<file path="src/srio_req_pkg.sv">
// SRIO requester package holding packet field constants, beat layouts and FSM states
`default_nettype none

package srio_req_pkg;

    // Format and transaction types of the logical layer
    localparam logic [3:0] FTYPE_DOORBELL = 4'hA;
    localparam logic [3:0] FTYPE_NWRITE   = 4'h5;
    localparam logic [3:0] TTYPE_NWRITE   = 4'h4;
    localparam logic [1:0] REQ_PRIO       = 2'h1;

    // Responses are only accepted from this source
    localparam logic [15:0] RESP_SRC_ID = 16'h00F0;

    // Doorbell info codes
    localparam logic [15:0] DB_INFO_SELF_CHECK = 16'h0101;
    localparam logic [15:0] DB_INFO_READY      = 16'h0100;
    localparam logic [15:0] DB_INFO_BUSY       = 16'h01FF;
    // Integrity doorbell is base + 1 for endpoint 0, base for endpoint 1
    localparam logic [15:0] DB_INFO_INTEG_BASE = 16'h0200;

    // Second endpoint sits 1 MB above the first
    localparam logic [33:0] EP1_ADDR = 34'h1 << 20;

    // Response wait limit in log_clk cycles
    localparam int TIMEOUT_CYCLES = 1024;

    // User data FIFO geometry
    localparam int FIFO_DEPTH = 16;
    localparam int FIFO_AW    = $clog2(FIFO_DEPTH);

    typedef logic [$clog2(TIMEOUT_CYCLES)-1:0] timer_t;

    // Doorbell layout of the first beat
    typedef struct packed {
        logic [7:0]  tid;
        logic [3:0]  ftype;
        logic [3:0]  rsvd0;
        logic        rsvd1;
        logic [1:0]  prio;
        logic        crf;
        logic [11:0] rsvd2;
        logic [15:0] info;
        logic [15:0] rsvd3;
    } db_hdr_t;

    // NWRITE layout of the first beat
    typedef struct packed {
        logic [7:0]  tid;
        logic [3:0]  ftype;
        logic [3:0]  ttype;
        logic        rsvd0;
        logic [1:0]  prio;
        logic        crf;
        logic [7:0]  size;
        logic [1:0]  rsvd1;
        logic [33:0] addr;
    } nwr_hdr_t;

    typedef union packed {
        db_hdr_t  db;
        nwr_hdr_t nwr;
    } srio_hdr_u;

    // One user beat; a first beat holds byte count minus one in data[7:0]
    typedef struct packed {
        logic        first;
        logic        last;
        logic [7:0]  keep;
        logic [63:0] data;
    } user_entry_t;

    typedef enum logic [2:0] {
        IDLE,
        DB_REQ,
        DB_RESP,
        NWR,
        INTEG_REQ,
        WAIT_ACK
    } req_state_t;

endpackage

`default_nettype wire

</file>
<file path="src/db_nwr_requester.sv">
// Doorbell and NWRITE requester top, joins the user FIFO, response decoder and sequencer
`timescale 1ns/1ps
`default_nettype none

module db_nwr_requester (
    input  wire logic                      log_clk,
    input  wire logic                      log_rst,
    input  wire logic                      self_check_i,
    input  wire logic                      nwr_req_i,
    input  wire logic                      link_initialized_i,
    input  wire logic [15:0]               src_id_i,
    input  wire logic [15:0]               des_id_i,
    // User beat stream
    input  wire logic                      user_valid_i,
    input  wire srio_req_pkg::user_entry_t user_entry_i,
    output logic                           user_tready_o,
    // Status
    output logic                           nwr_ready_o,
    output logic                           nwr_busy_o,
    output logic                           nwr_done_ack_o,
    output logic                           rapidio_ready_o,
    output logic                           error_o,
    output logic [1:0]                     error_type_o,
    // ireq stream
    output logic                           ireq_tvalid_o,
    input  wire logic                      ireq_tready_i,
    output logic                           ireq_tlast_o,
    output logic [63:0]                    ireq_tdata_o,
    output logic [7:0]                     ireq_tkeep_o,
    output logic [31:0]                    ireq_tuser_o,
    // iresp stream
    input  wire logic                      iresp_tvalid_i,
    output logic                           iresp_tready_o,
    input  wire logic [63:0]               iresp_tdata_i,
    input  wire logic [31:0]               iresp_tuser_i
);

    import srio_req_pkg::*;

    user_entry_t head;
    logic        head_valid;
    logic        fifo_full;
    logic        pop;
    logic        resp_ready;
    logic        resp_busy;
    logic        resp_confirm;
    logic [15:0] expect_info;

    assign user_tready_o  = ~fifo_full;
    // Responses are always taken
    assign iresp_tready_o = 1'b1;

    user_data_fifo u_fifo (
        .log_clk      (log_clk),
        .log_rst      (log_rst),
        .wr_valid_i   (user_valid_i),
        .wr_entry_i   (user_entry_i),
        .pop_i        (pop),
        .full_o       (fifo_full),
        .head_o       (head),
        .head_valid_o (head_valid)
    );

    resp_decoder u_decoder (
        .log_clk        (log_clk),
        .log_rst        (log_rst),
        .iresp_tvalid_i (iresp_tvalid_i),
        .iresp_tdata_i  (iresp_tdata_i),
        .iresp_tuser_i  (iresp_tuser_i),
        .expect_info_i  (expect_info),
        .ready_o        (resp_ready),
        .busy_o         (resp_busy),
        .confirm_o      (resp_confirm)
    );

    req_sequencer u_sequencer (
        .log_clk            (log_clk),
        .log_rst            (log_rst),
        .self_check_i       (self_check_i),
        .nwr_req_i          (nwr_req_i),
        .link_initialized_i (link_initialized_i),
        .src_id_i           (src_id_i),
        .des_id_i           (des_id_i),
        .head_i             (head),
        .head_valid_i       (head_valid),
        .ready_i            (resp_ready),
        .busy_i             (resp_busy),
        .confirm_i          (resp_confirm),
        .ireq_tready_i      (ireq_tready_i),
        .pop_o              (pop),
        .expect_info_o      (expect_info),
        .ireq_tvalid_o      (ireq_tvalid_o),
        .ireq_tlast_o       (ireq_tlast_o),
        .ireq_tdata_o       (ireq_tdata_o),
        .ireq_tkeep_o       (ireq_tkeep_o),
        .ireq_tuser_o       (ireq_tuser_o),
        .nwr_ready_o        (nwr_ready_o),
        .nwr_busy_o         (nwr_busy_o),
        .nwr_done_ack_o     (nwr_done_ack_o),
        .rapidio_ready_o    (rapidio_ready_o),
        .error_o            (error_o),
        .error_type_o       (error_type_o)
    );

endmodule

`default_nettype wire

</file>
<file path="src/req_sequencer.sv">
// Request sequencer, runs the doorbell and NWRITE transaction flow and builds ireq beats
`timescale 1ns/1ps
`default_nettype none

module req_sequencer (
    input  wire logic                      log_clk,
    input  wire logic                      log_rst,
    input  wire logic                      self_check_i,
    input  wire logic                      nwr_req_i,
    input  wire logic                      link_initialized_i,
    input  wire logic [15:0]               src_id_i,
    input  wire logic [15:0]               des_id_i,
    input  wire srio_req_pkg::user_entry_t head_i,
    input  wire logic                      head_valid_i,
    input  wire logic                      ready_i,
    input  wire logic                      busy_i,
    input  wire logic                      confirm_i,
    input  wire logic                      ireq_tready_i,
    output logic                           pop_o,
    output logic [15:0]                    expect_info_o,
    output logic                           ireq_tvalid_o,
    output logic                           ireq_tlast_o,
    output logic [63:0]                    ireq_tdata_o,
    output logic [7:0]                     ireq_tkeep_o,
    output logic [31:0]                    ireq_tuser_o,
    output logic                           nwr_ready_o,
    output logic                           nwr_busy_o,
    output logic                           nwr_done_ack_o,
    output logic                           rapidio_ready_o,
    output logic                           error_o,
    output logic [1:0]                     error_type_o
);

    import srio_req_pkg::*;

    req_state_t  state;
    timer_t      timer;
    logic        timeout;
    logic        ep_sel;
    logic        accept;
    logic        db_load;
    logic        beat_load;
    srio_hdr_u   db_hdr;
    srio_hdr_u   nwr_hdr;
    logic [63:0] next_data;
    logic [7:0]  next_keep;
    logic        next_last;

    assign accept = ireq_tvalid_o && ireq_tready_i;

    // Refill from the FIFO when the output slot frees up, but never past tlast
    assign pop_o = (state == NWR) && head_valid_i
                && (!ireq_tvalid_o || (ireq_tready_i && !ireq_tlast_o));

    // Doorbells are single beats loaded into an empty slot
    assign db_load   = ((state == DB_REQ) || (state == INTEG_REQ)) && !ireq_tvalid_o;
    assign beat_load = pop_o || db_load;

    assign expect_info_o = ep_sel ? DB_INFO_INTEG_BASE : DB_INFO_INTEG_BASE + 16'd1;

    assign nwr_busy_o      = (state != IDLE);
    assign rapidio_ready_o = !((state == DB_REQ) || (state == NWR));

    assign timeout = (timer == timer_t'(TIMEOUT_CYCLES - 1));

    always_comb begin
        db_hdr          = '0;
        db_hdr.db.ftype = FTYPE_DOORBELL;
        db_hdr.db.prio  = REQ_PRIO;
        db_hdr.db.info  = (state == DB_REQ) ? DB_INFO_SELF_CHECK : expect_info_o;

        // Endpoint select doubles as the transaction ID
        nwr_hdr           = '0;
        nwr_hdr.nwr.tid   = {7'd0, ep_sel};
        nwr_hdr.nwr.ftype = FTYPE_NWRITE;
        nwr_hdr.nwr.ttype = TTYPE_NWRITE;
        nwr_hdr.nwr.prio  = REQ_PRIO;
        nwr_hdr.nwr.size  = head_i.data[7:0];
        nwr_hdr.nwr.addr  = ep_sel ? EP1_ADDR : '0;

        if (db_load) begin
            next_data = db_hdr;
            next_keep = 8'hFF;
            next_last = 1'b1;
        end else if (head_i.first) begin
            next_data = nwr_hdr;
            next_keep = 8'hFF;
            next_last = 1'b0;
        end else begin
            next_data = head_i.data;
            next_keep = head_i.keep;
            next_last = head_i.last;
        end
    end

    // Beat payload
    always_ff @(posedge log_clk) begin
        if (beat_load) begin
            ireq_tdata_o <= next_data;
            ireq_tkeep_o <= next_keep;
            ireq_tuser_o <= {src_id_i, des_id_i};
        end
    end

    always_ff @(posedge log_clk or posedge log_rst) begin
        if (log_rst) begin
            ireq_tvalid_o <= 1'b0;
            ireq_tlast_o  <= 1'b0;
        end else if (beat_load) begin
            ireq_tvalid_o <= 1'b1;
            ireq_tlast_o  <= next_last;
        end else if (accept) begin
            ireq_tvalid_o <= 1'b0;
            ireq_tlast_o  <= 1'b0;
        end
    end

    // Response timer runs only while a reply is awaited
    always_ff @(posedge log_clk or posedge log_rst) begin
        if (log_rst) begin
            timer <= '0;
        end else if ((state == DB_RESP) || (state == WAIT_ACK)) begin
            timer <= timer + 1'b1;
        end else begin
            timer <= '0;
        end
    end

    always_ff @(posedge log_clk or posedge log_rst) begin
        if (log_rst) begin
            state          <= IDLE;
            ep_sel         <= 1'b0;
            nwr_ready_o    <= 1'b0;
            nwr_done_ack_o <= 1'b0;
            error_o        <= 1'b0;
            error_type_o   <= 2'd0;
        end else begin
            nwr_done_ack_o <= 1'b0;
            error_o        <= 1'b0;
            error_type_o   <= 2'd0;
            case (state)
                IDLE: begin
                    if (link_initialized_i && self_check_i) begin
                        nwr_ready_o <= 1'b0;
                        state       <= DB_REQ;
                    end else if (link_initialized_i && nwr_req_i) begin
                        state <= NWR;
                    end
                end
                DB_REQ: begin
                    if (accept) begin
                        state <= DB_RESP;
                    end
                end
                DB_RESP: begin
                    if (ready_i) begin
                        nwr_ready_o <= 1'b1;
                        state       <= IDLE;
                    end else if (busy_i) begin
                        nwr_ready_o <= 1'b0;
                        state       <= IDLE;
                    end else if (timeout) begin
                        error_o      <= 1'b1;
                        error_type_o <= 2'd1;
                        state        <= IDLE;
                    end
                end
                NWR: begin
                    if (accept && ireq_tlast_o) begin
                        state <= INTEG_REQ;
                    end
                end
                INTEG_REQ: begin
                    if (accept) begin
                        state <= WAIT_ACK;
                    end
                end
                WAIT_ACK: begin
                    if (confirm_i) begin
                        // Next transfer goes to the other endpoint
                        nwr_done_ack_o <= 1'b1;
                        ep_sel         <= ~ep_sel;
                        state          <= IDLE;
                    end else if (timeout) begin
                        error_o      <= 1'b1;
                        error_type_o <= 2'd2;
                        state        <= IDLE;
                    end
                end
                default: begin
                    state <= IDLE;
                end
            endcase
        end
    end

endmodule

`default_nettype wire

</file>
<file path="src/resp_decoder.sv">
// Response decoder, turns inbound doorbell responses into ready, busy and confirm strobes
`timescale 1ns/1ps
`default_nettype none

module resp_decoder (
    input  wire logic        log_clk,
    input  wire logic        log_rst,
    input  wire logic        iresp_tvalid_i,
    input  wire logic [63:0] iresp_tdata_i,
    input  wire logic [31:0] iresp_tuser_i,
    input  wire logic [15:0] expect_info_i,
    output logic             ready_o,
    output logic             busy_o,
    output logic             confirm_o
);

    import srio_req_pkg::*;

    srio_hdr_u resp_hdr;
    logic      resp_hit;

    assign resp_hdr = iresp_tdata_i;

    // Only doorbells from the expected source count
    assign resp_hit = iresp_tvalid_i
                   && (resp_hdr.db.ftype == FTYPE_DOORBELL)
                   && (iresp_tuser_i[31:16] == RESP_SRC_ID);

    always_ff @(posedge log_clk or posedge log_rst) begin
        if (log_rst) begin
            ready_o   <= 1'b0;
            busy_o    <= 1'b0;
            confirm_o <= 1'b0;
        end else begin
            ready_o   <= resp_hit && (resp_hdr.db.info == DB_INFO_READY);
            busy_o    <= resp_hit && (resp_hdr.db.info == DB_INFO_BUSY);
            confirm_o <= resp_hit && (resp_hdr.db.info == expect_info_i);
        end
    end

endmodule

`default_nettype wire

</file>
<file path="src/user_data_fifo.sv">
// User data FIFO, show-ahead, holding the size beat and data beats of each transfer
`timescale 1ns/1ps
`default_nettype none

module user_data_fifo (
    input  wire logic                        log_clk,
    input  wire logic                        log_rst,
    input  wire logic                        wr_valid_i,
    input  wire srio_req_pkg::user_entry_t   wr_entry_i,
    input  wire logic                        pop_i,
    output logic                             full_o,
    output srio_req_pkg::user_entry_t        head_o,
    output logic                             head_valid_o
);

    import srio_req_pkg::*;

    user_entry_t        mem [FIFO_DEPTH];
    logic [FIFO_AW-1:0] wr_ptr;
    logic [FIFO_AW-1:0] rd_ptr;
    logic [FIFO_AW:0]   count;
    logic               do_wr;
    logic               do_rd;

    assign full_o       = (count == (FIFO_AW + 1)'(FIFO_DEPTH));
    assign head_valid_o = (count != '0);

    // Writes while full are dropped
    assign do_wr = wr_valid_i && !full_o;
    assign do_rd = pop_i && head_valid_o;

    // Head entry is visible without a read cycle
    assign head_o = mem[rd_ptr];

    always_ff @(posedge log_clk) begin
        if (do_wr) begin
            mem[wr_ptr] <= wr_entry_i;
        end
    end

    always_ff @(posedge log_clk or posedge log_rst) begin
        if (log_rst) begin
            wr_ptr <= '0;
            rd_ptr <= '0;
            count  <= '0;
        end else begin
            if (do_wr) begin
                wr_ptr <= wr_ptr + 1'b1;
            end
            if (do_rd) begin
                rd_ptr <= rd_ptr + 1'b1;
            end
            case ({do_wr, do_rd})
                2'b10: count <= count + 1'b1;
                2'b01: count <= count - 1'b1;
                default: count <= count;
            endcase
        end
    end

endmodule

`default_nettype wire
</file>
<file path="config.mk">
export PLATFORM = sky130hd
export DESIGN_NAME = db_nwr_requester
export DESIGN_NICKNAME = d
export VERILOG_FILES = /design/src/srio_req_pkg.sv /design/src/db_nwr_requester.sv /design/src/req_sequencer.sv /design/src/resp_decoder.sv /design/src/user_data_fifo.sv
export SDC_FILE = /design/constraint.sdc
export NUM_CORES = 1
export LEC_CHECK = 0
export BUFFER_PORTS_ARGS = -buffer_cell sky130_fd_sc_hd__buf_2
export CORE_ASPECT_RATIO = 0.8
export CORE_MARGIN = 2
export CORE_UTILIZATION = 65
export CTS_CLUSTER_DIAMETER = 50
export CTS_CLUSTER_SIZE = 28
export DETAILED_ROUTE_END_ITERATION = 6
export PLACE_DENSITY = 0.82
export SYNTH_ARGS = -nofsm -noshare
export SYNTH_HDL_FRONTEND = slang
export SYNTH_SLANG_ARGS = --single-unit
</file>
<file path="constraint.sdc">
create_clock -name log_clk -period 12.9 [get_ports log_clk]
set_clock_uncertainty 0.05 [all_clocks]
set_input_delay 2.58 -clock log_clk [delete_from_list [all_inputs] [get_ports log_clk]]
set_output_delay 2.58 -clock log_clk [all_outputs]
set_load 0.02 [all_outputs]
</file>
==> impl_metrics.csv, run 1 <==
group,metric,value,unit
outcome,status,"finished clean",
layout,regArea,0.0396,mm2
placed_design,dp.cells,3315,
floorplan,coreArea,0.0767,mm2
power_and_ir_drop,power.internal,8.39,mW
worst_setup_path,r2r_start,"u_fifo.rd_ptr[0]$_DFFE_PP0P_",
layout,utilization,0.727,
worst_setup_path,path_max_fanout,48,
clock_network,cts_buffers,83,
synth,syn_inst,2085,
timing,rsz0062_at_grt,"false",
power_and_ir_drop,power.density,221,mW/mm2
routing,antenna_left,0,
clock_network,clockRootBuffer,"clkbuf_16",
power_and_ir_drop,power.switching,3.95,mW
routing,drc,0,
worst_setup_path,path_buf_inv,2,
clock_network,cts_post_setup_buffers_inserted,0,
routing,top_layer,"met5",
layout,area_growth,11.3,%
synth,syn-num-nets,2306,
worst_setup_path,cp_slowest_stage_delay,1.06,ns
synth,ys_async_sr_fraction,0.0279,
min_path,hold_class,"reg -> reg",
routing,wl_met3,9910,um
floorplan,floorplan.initialDensity,0.653,
worst_setup_path,path_cells,"buf_2, and2_1, nand2_1, nor2_4, buf_4",
worst_setup_path,critPathLaunchType,"input port",
power_and_ir_drop,p_leak,18.0,nW
placed_design,dp_hpwl,57300,um
layout,multi_input_area,0.0101,mm2
routing,wl_met2,61400,um
floorplan,die_height,252,um
layout,nNetsFinal,2598,
timing,finalSetupViolCount,0,
routing,routed_wl,115000,um
worst_setup_path,reg2reg_depth,5,
clock_network,clock_path_buffers,3,
floorplan,ioPinCount,325,
routing,drtIter0Drc,2997,
routing,wl_per_cell,33.2,um
flow_run,drv_cap,0,
power_and_ir_drop,peakVddDrop,0.247,mV
global_routing,grt_first_pass_wirelength,168000,um
timing,final_max_slew_viol_count,0,
synth,syn_area_per_cell,24.0,um2
global_routing,antenna_found_initial,17,
clock_network,cts.sinks,1325,
synth,synth_flop_cell,"edfxtp_1",
placed_design,globalplace.congestion,0.831,
layout,drive_gt1_frac,0.348,
worst_setup_path,end_kind,"flop",
timing,slew_headroom,0.118,
timing,hold_violations,0,
floorplan,rows,91,
global_routing,grt.overflow.total,0,
clock_network,cts_htree_levels,3,
clock_network,cts_tree,"yes",
worst_setup_path,crit_end,"u_fifo.mem[5][16]$_DFFE_PP_",
timing,clock.fmax,0.192,GHz
worst_setup_path,path_delay_family,"simple AND/OR/NAND/NOR gates",
synth,ys_seq_area_frac,0.790,
routing,firstDrtPassIters,5,
timing,min_period,5.20,ns
clock_network,cts_resized,0,
global_routing,grt_usage,0.299,
synth,ys_types,55,
synth,yosysWarningCount,0,
timing,min_period_over_period,0.403,
worst_setup_path,path_depth,5,
clock_network,hold_buffers,0,
global_routing,grt_max_degree,160,
synth,synth_area,0.0501,mm2
worst_setup_path,r2r-end,"u_sequencer.ireq_tdata_o[21]$_SDFFCE_PP0P_",
synth,synth-edff-count,1288,
synth,yosys_register_bits,1325,
worst_setup_path,crit_slowest_cell,"nor2_4",
routing,m1WireLength,40200,um
power_and_ir_drop,switching_share,0.320,
timing,finalSetupTns,0,ns
floorplan,die_x,314,um
power_and_ir_drop,power_frac_seq,0.466,
worst_setup_path,critical_path_class,"in -> reg",
clock_network,clk_latency,0.68,ns
power_and_ir_drop,pwr-share-comb,0.294,
layout,n_fill_cell,4137,
worst_setup_path,cp.required,13.14,ns
clock_network,path_clk_slew,0.09,ns
routing,vias,23937,
worst_setup_path,regToRegSetupSlack,8.27,ns
layout,instances_no_fill,3478,
routing,post_drt_via_cell_ratio,6.88,
power_and_ir_drop,clock_power_share,0.240,
worst_setup_path,worstPathArrival,5.44,ns
worst_setup_path,cp-startpoint,"user_valid_i",
floorplan,die_area,0.0794,mm2
timing,tightest_slew,1.32,ns
global_routing,grt_pass1_vias,25015,
placed_design,numPortBuffers,263,
-- worst min path at each step --
stage	startpoint	endpoint	slack (ns)	depth (start not counted)
floorplan	u_sequencer.timer[0]$_DFF_PP0_	u_sequencer.timer[0]$_DFF_PP0_	0.42	1
global placement	u_sequencer.timer[0]$_DFF_PP0_	u_sequencer.timer[0]$_DFF_PP0_	0.44	1
detailed placement	u_sequencer.nwr_ready_o$_DFFE_PP0P_	u_sequencer.nwr_ready_o$_DFFE_PP0P_	0.44	1
CTS	u_sequencer.nwr_ready_o$_DFFE_PP0P_	u_sequencer.nwr_ready_o$_DFFE_PP0P_	0.46	1
global route	u_sequencer.nwr_ready_o$_DFFE_PP0P_	u_sequencer.nwr_ready_o$_DFFE_PP0P_	0.50	1
finish	u_sequencer.nwr_ready_o$_DFFE_PP0P_	u_sequencer.nwr_ready_o$_DFFE_PP0P_	0.46	1
-- cell families after synthesis --
logic type	share of synthesized area
multiplexers	0.167
buffers and inverters	0.0106
XOR/XNOR	0.00350
AND/OR/NAND/NOR	0.0199
flip-flops	0.790
AO/OA/AOI/OAI	0.00544
adder cells (fa/ha/maj)	0.00290
other	0.0000748
-- sequential cells by signal (all words and copies together), names as in the netlist, 2 cells and up --
register / cells
u_fifo.mem: 1184
u_sequencer.error_type_o: 2
u_sequencer.timer: 10
u_sequencer.ireq_tuser_o: 32
u_sequencer.state: 3
u_fifo.count: 5
u_sequencer.ireq_tdata_o: 64
u_fifo.rd_ptr: 4
u_sequencer.ireq_tkeep_o: 8
u_fifo.wr_ptr: 4
-- cell usage in the layout, fill, tap and decap left out, types with 9 or more instances in the layout --
cell type,instances
inv_1,14
inv_6,17
dfrtp_1,34
diode_2,9
inv_12,16
mux4_2,364
edfxtp_1,1288
xnor2_1,11
xor2_1,9
buf_2,263
buf_4,42
nor2_4,12
clkinv_8,15
clkbuf_16,83
or3_1,10
nand2_1,25
nor2b_1,51
mux2i_1,17
ha_1,10
nor2_1,36
nand3_1,9
-- per-stage QoR --
stage	total power [mW]	setup slack, ns	hold WS (ns)	area, um2
floorplan	8.32	4.11	0.419	50100
global placement	9.27	7.17	0.438	52700
detailed placement	9.43	7.01	0.437	52700
CTS	12.4	7.76	0.457	55800
global route	12.8	7.60	0.495	55800
finish	12.3	7.70	0.461	55800
-- area by class of cell --
cell class,instances,area share
clock buffer,86,0.0376
timing repair buffer,307,0.0300
clock inverter,68,0.0163
multi-input combinational,644,0.181
sequential,1325,0.710
inverter,16,0.00117
tap,1023,0.0229
antenna,9,0.000404
-- power groups by stage --
| stage | Combinational (mW) | Sequential (mW) | Clock, mW |
|---|---|---|---|
| 3_3_place_gp | 3.49 | 5.79 | 0 |
| 6_report | 3.63 | 5.76 | 2.96 |
| 3_5_place_dp | 3.59 | 5.84 | 0 |
| 4_1_cts | 3.66 | 5.76 | 2.99 |
| 5_1_grt | 3.83 | 5.80 | 3.12 |
| 2_1_floorplan | 2.43 | 5.90 | 0 |
-- layer usage --
layer	GRT usage	up-vias
met5	0	-
met4	0.103	16
met3	0.0516	272
met2	0.521	1492
met1	0.388	12727
li1	-	9430
-- synthesized netlist by cell type, types with 3 or more instances --
library cell,count,share of area
edfxtp_1,1288,0.77
mux4_2,364,0.16
nor2b_1,51,0.0064
clkbuf_1,50,0.0037
nor2_1,48,0.0036
dfrtp_1,37,0.018
buf_2,34,0.0034
nand2_1,25,0.0019
mux2i_1,17,0.0034
inv_1,14,0.0010
nor3_1,12,0.0012
xnor2_1,11,0.0019
ha_1,10,0.0025
or3_1,10,0.0012
nand3_1,9,0.00090
xor2_1,9,0.0016
and3_1,8,0.0010
o21ai_0,8,0.00080
a21oi_1,7,0.00070
buf_1,6,0.00045
buf_4,6,0.00090
nand4_1,6,0.00075
and2_1,4,0.00050
buf_6,4,0.00090
nand2b_1,4,0.00050
nor4_1,4,0.00050
a22oi_1,3,0.00045
Note: power is estimated with default switching activity, not from simulation.
==> inputs of run 2 (changes only) <==
--- a/config.mk
+++ b/config.mk
@@ -5,14 +5,15 @@
 export SDC_FILE = /design/constraint.sdc
 export NUM_CORES = 1
 export LEC_CHECK = 0
+export ABC_AREA = 1
 export BUFFER_PORTS_ARGS = -buffer_cell sky130_fd_sc_hd__buf_2
 export CORE_ASPECT_RATIO = 0.8
 export CORE_MARGIN = 2
-export CORE_UTILIZATION = 65
+export CORE_UTILIZATION = 55
 export CTS_CLUSTER_DIAMETER = 50
 export CTS_CLUSTER_SIZE = 28
 export DETAILED_ROUTE_END_ITERATION = 6
-export PLACE_DENSITY = 0.82
+export PLACE_DENSITY = 0.73
 export SYNTH_ARGS = -nofsm -noshare
 export SYNTH_HDL_FRONTEND = slang
 export SYNTH_SLANG_ARGS = --single-unit
==> constraint.sdc (replaced) <==
create_clock -name log_clk -period 4.3 [get_ports log_clk]
set_clock_uncertainty 0.05 [all_clocks]
set_input_delay 0.86 -clock log_clk [delete_from_list [all_inputs] [get_ports log_clk]]
set_output_delay 0.86 -clock log_clk [all_outputs]
set_load 0.02 [all_outputs]
==> run 2 against run 1 <==
Effect of this change: hold slack lost 0.17 ns; critical path type is now reg -> reg; setup slack lost 6.5 ns; largest cell class unchanged; clock power grew to 3.6 times the previous value.
==> impl_metrics.csv, run 2 <==
group,metric,value,unit
clock_network,cts_htree_levels,3,
synth,synth.most_common_cell,"edfxtp_1",
global_routing,grt_pass1_vias,31713,
clock_network,cts_tree,"yes",
synth,ys_async_sr_fraction,0.0279,
layout,regMostFlops,"u_fifo.mem",
global_routing,grt_usage,0.256,
clock_network,hold_buffers,0,
timing,worst_hold_slack,0.294,ns
timing,min_period,3.12,ns
synth,synth_flop_cell,"edfxtp_1",
placed_design,dp_hpwl,63400,um
floorplan,die_x,350,um
power_and_ir_drop,power.density,649,mW/mm2
synth,synth-edff-count,1288,
routing,drc,0,
min_path,hold_depth,1,
power_and_ir_drop,peakVddDrop,0.519,mV
timing,clock.fmax,0.320,GHz
synth,syn_area_per_cell,12.5,um2
worst_setup_path,reg2reg_depth,8,
synth,synth_area,0.0528,mm2
power_and_ir_drop,clock_power_share,0.276,
worst_setup_path,path_max_fanout,242,
global_routing,grt.overflow.total,0,
power_and_ir_drop,power.internal,24.5,mW
worst_setup_path,end_kind,"flop",
layout,area_growth,12.1,%
worst_setup_path,r2r_start,"u_fifo.rd_ptr[0]$_DFFE_PP0P_",
synth,yosysTopAreaCellShare,0.733,
timing,min_period_over_period,0.726,
synth,synthTopCellsByArea,"edfxtp_1 73%, nor2_1 5.9%, nand2_1 4.5%",
placed_design,numPortBuffers,263,
routing,post_drt_via_cell_ratio,5.71,
layout,final_cell_mix,"1288 x edfxtp_1, 820 x nor2_1, 636 x nand2_1",
clock_network,cts.sinks,1325,
routing,firstDrtPassIters,5,
synth,ys_seq_area_frac,0.751,
timing,slew_headroom,0.117,
routing,antenna_left,0,
worst_setup_path,critical_path_class,"reg -> reg",
min_path,hold_path_end,"u_sequencer.ireq_tuser_o[7]$_DFFE_PP_",
min_path,hold_start,"des_id_i[7]",
clock_network,clk_latency,0.69,ns
layout,final_common_cell,"edfxtp_1",
worst_setup_path,critPathLaunchType,"flop",
clock_network,clockRootBuffer,"clkbuf_16",
floorplan,ioPinCount,325,
clock_network,cts_post_setup_buffers_inserted,0,
layout,nNetsFinal,4651,
synth,syn_inst,4231,
clock_network,clock_path_buffers,3,
layout,reg_top3,"u_fifo.mem: 1184 flops, u_sequencer.ireq_tdata_o: 64 flops, u_sequencer.ireq_tuser_o: 32 flops",
timing,finalSetupTns,0,ns
timing,rsz0062_at_grt,"false",
routing,routed_wl,127000,um
synth,ys_types,37,
synth,syn-num-nets,4452,
synth,yosysWarningCount,0,
outcome,status,"finished clean",
worst_setup_path,regToRegSetupSlack,1.18,ns
power_and_ir_drop,power_frac_seq,0.424,
floorplan,coreArea,0.0950,mm2
placed_design,globalplace.congestion,0.800,
power_and_ir_drop,power.switching,13.8,mW
min_path,hold_class,"in -> reg",
power_and_ir_drop,pwr-share-comb,0.300,
routing,vias,33257,
floorplan,floorplan.initialDensity,0.555,
clock_network,cts_buffers,110,
global_routing,antenna_found_initial,16,
routing,wl_per_cell,21.8,um
layout,drive_gt1_frac,0.125,
synth,yosys_register_bits,1325,
routing,drtIter0Drc,4044,
floorplan,die_height,281,um
synth,synth_area_leader_cell,"edfxtp_1",
clock_network,cts_resized,0,
synth,synth_common_cells,"1288 x edfxtp_1, 836 x nor2_1, 636 x nand2_1, 379 x nand3_1, 300 x o21ai_0",
power_and_ir_drop,switching_share,0.361,
global_routing,grt_first_pass_wirelength,190000,um
worst_setup_path,worstPathArrival,3.61,ns
power_and_ir_drop,p_leak,20.8,nW
layout,largest_reg_flops,1184,
global_routing,grt_max_degree,243,
clock_network,path_clk_slew,0.08,ns
worst_setup_path,cp.required,4.79,ns
floorplan,rows,101,
worst_setup_path,r2r-end,"u_sequencer.ireq_tdata_o[26]$_SDFFCE_PP0P_",
timing,finalSetupViolCount,0,
flow_run,drv_cap,0,
timing,final_max_slew_viol_count,0,
timing,hold_violations,0,
floorplan,die_area,0.0984,mm2
timing,tightest_slew,1.32,ns
-- run 2: cell types whose count changed in the layout (fill, tap and decap cells not counted), moves of 16 or more --
| cell | delta |
|---|---|
| mux2i_1 | -17 |
| o21ai_0 | +292 |
| nand2_1 | +611 |
| clkbuf_16 | +28 |
| a21oi_1 | +52 |
| nor2_1 | +784 |
| o21ai_1 | +131 |
| o211ai_1 | +102 |
| inv_1 | +114 |
| buf_12 | +16 |
| nor2b_1 | -51 |
| mux4_2 | -364 |
| nand3_1 | +370 |
-- run 2: layout make-up --
class,instances,area [um2]
Sequential cell,1325,39600
Fill cell,7076,35900
Multi-Input combinational cell,2522,11400
Clock buffer,113,2790
Timing Repair Buffer,333,2070
Tap cell,1287,1610
Clock inverter,93,1110
Inverter,138,543
Antenna cell,9,22.5
-- run 2: power by group through the flow --
stage / Clock [mW] / Sequential [mW] / Combinational, mW
floorplan: 0 / 16.7 / 7.65
global placement: 0 / 16.5 / 11.2
detailed placement: 0 / 16.5 / 11.4
CTS: 10.7 / 16.3 / 11.5
global route: 11.3 / 16.4 / 12.8
finish: 10.6 / 16.3 / 11.5
-- run 2: cell families after synthesis --
kind of cell               share of synthesized area
AOI/OAI and AO/OA                             0.0616
and+or+nand+nor                                0.146
xor gates and xnor gates                     0.00216
buffers and inverters                         0.0362
other                                      0.0000711
adders and majority gates                    0.00275
DFF                                            0.751
-- run 2: critical path: stages (launching register included) --
cell and delay (ns):
dfrtp_4 0.46, buf_4 0.54, buf_12 0.63, o21ai_0 0.26
o211ai_1 0.25, nand3_1 0.11, nand2_1 0.12, inv_1 0.04
nor2_1 0.08
-- run 2: how the worst max path moves through the flow --
stage / cells past startpoint / end / slack [ns] / start
2_1_floorplan: 4 / u_fifo.mem[11][0]$_DFFE_PP_ / -0.60 / user_valid_i
3_3_place_gp: 6 / u_fifo.mem[4][7]$_DFFE_PP_ / 1.20 / user_valid_i
3_5_place_dp: 6 / u_fifo.mem[4][6]$_DFFE_PP_ / 1.18 / user_valid_i
4_1_cts: 8 / u_sequencer.ireq_tdata_o[24]$_DFFE_PP_ / 1.20 / u_fifo.rd_ptr[0]$_DFFE_PP0P_
5_1_grt: 10 / u_sequencer.ireq_tdata_o[24]$_DFFE_PP_ / 0.99 / u_fifo.rd_ptr[0]$_DFFE_PP0P_
6_report: 8 / u_sequencer.ireq_tdata_o[26]$_SDFFCE_PP0P_ / 1.18 / u_fifo.rd_ptr[0]$_DFFE_PP0P_
-- run 2: through the flow --
stage	total power [mW]	util	std cells	area (um2)	setup slack, ns
2_1_floorplan	24.4	-	4231	52800	-0.597
3_3_place_gp	27.7	0.581	5605	55200	1.20
3_5_place_dp	28.0	0.581	5605	55200	1.18
4_1_cts	38.5	0.622	5811	59100	1.20
5_1_grt	40.4	0.622	5816	59100	0.992
6_report	38.4	0.622	5820	59100	1.18
-- run 2: per-layer routing --
metal / track usage / part of all wire
met3: 0.0407 / 0.084
met2: 0.410 / 0.48
met5: 0 / 0.00095
met1: 0.361 / 0.41
met4: 0.0877 / 0.030
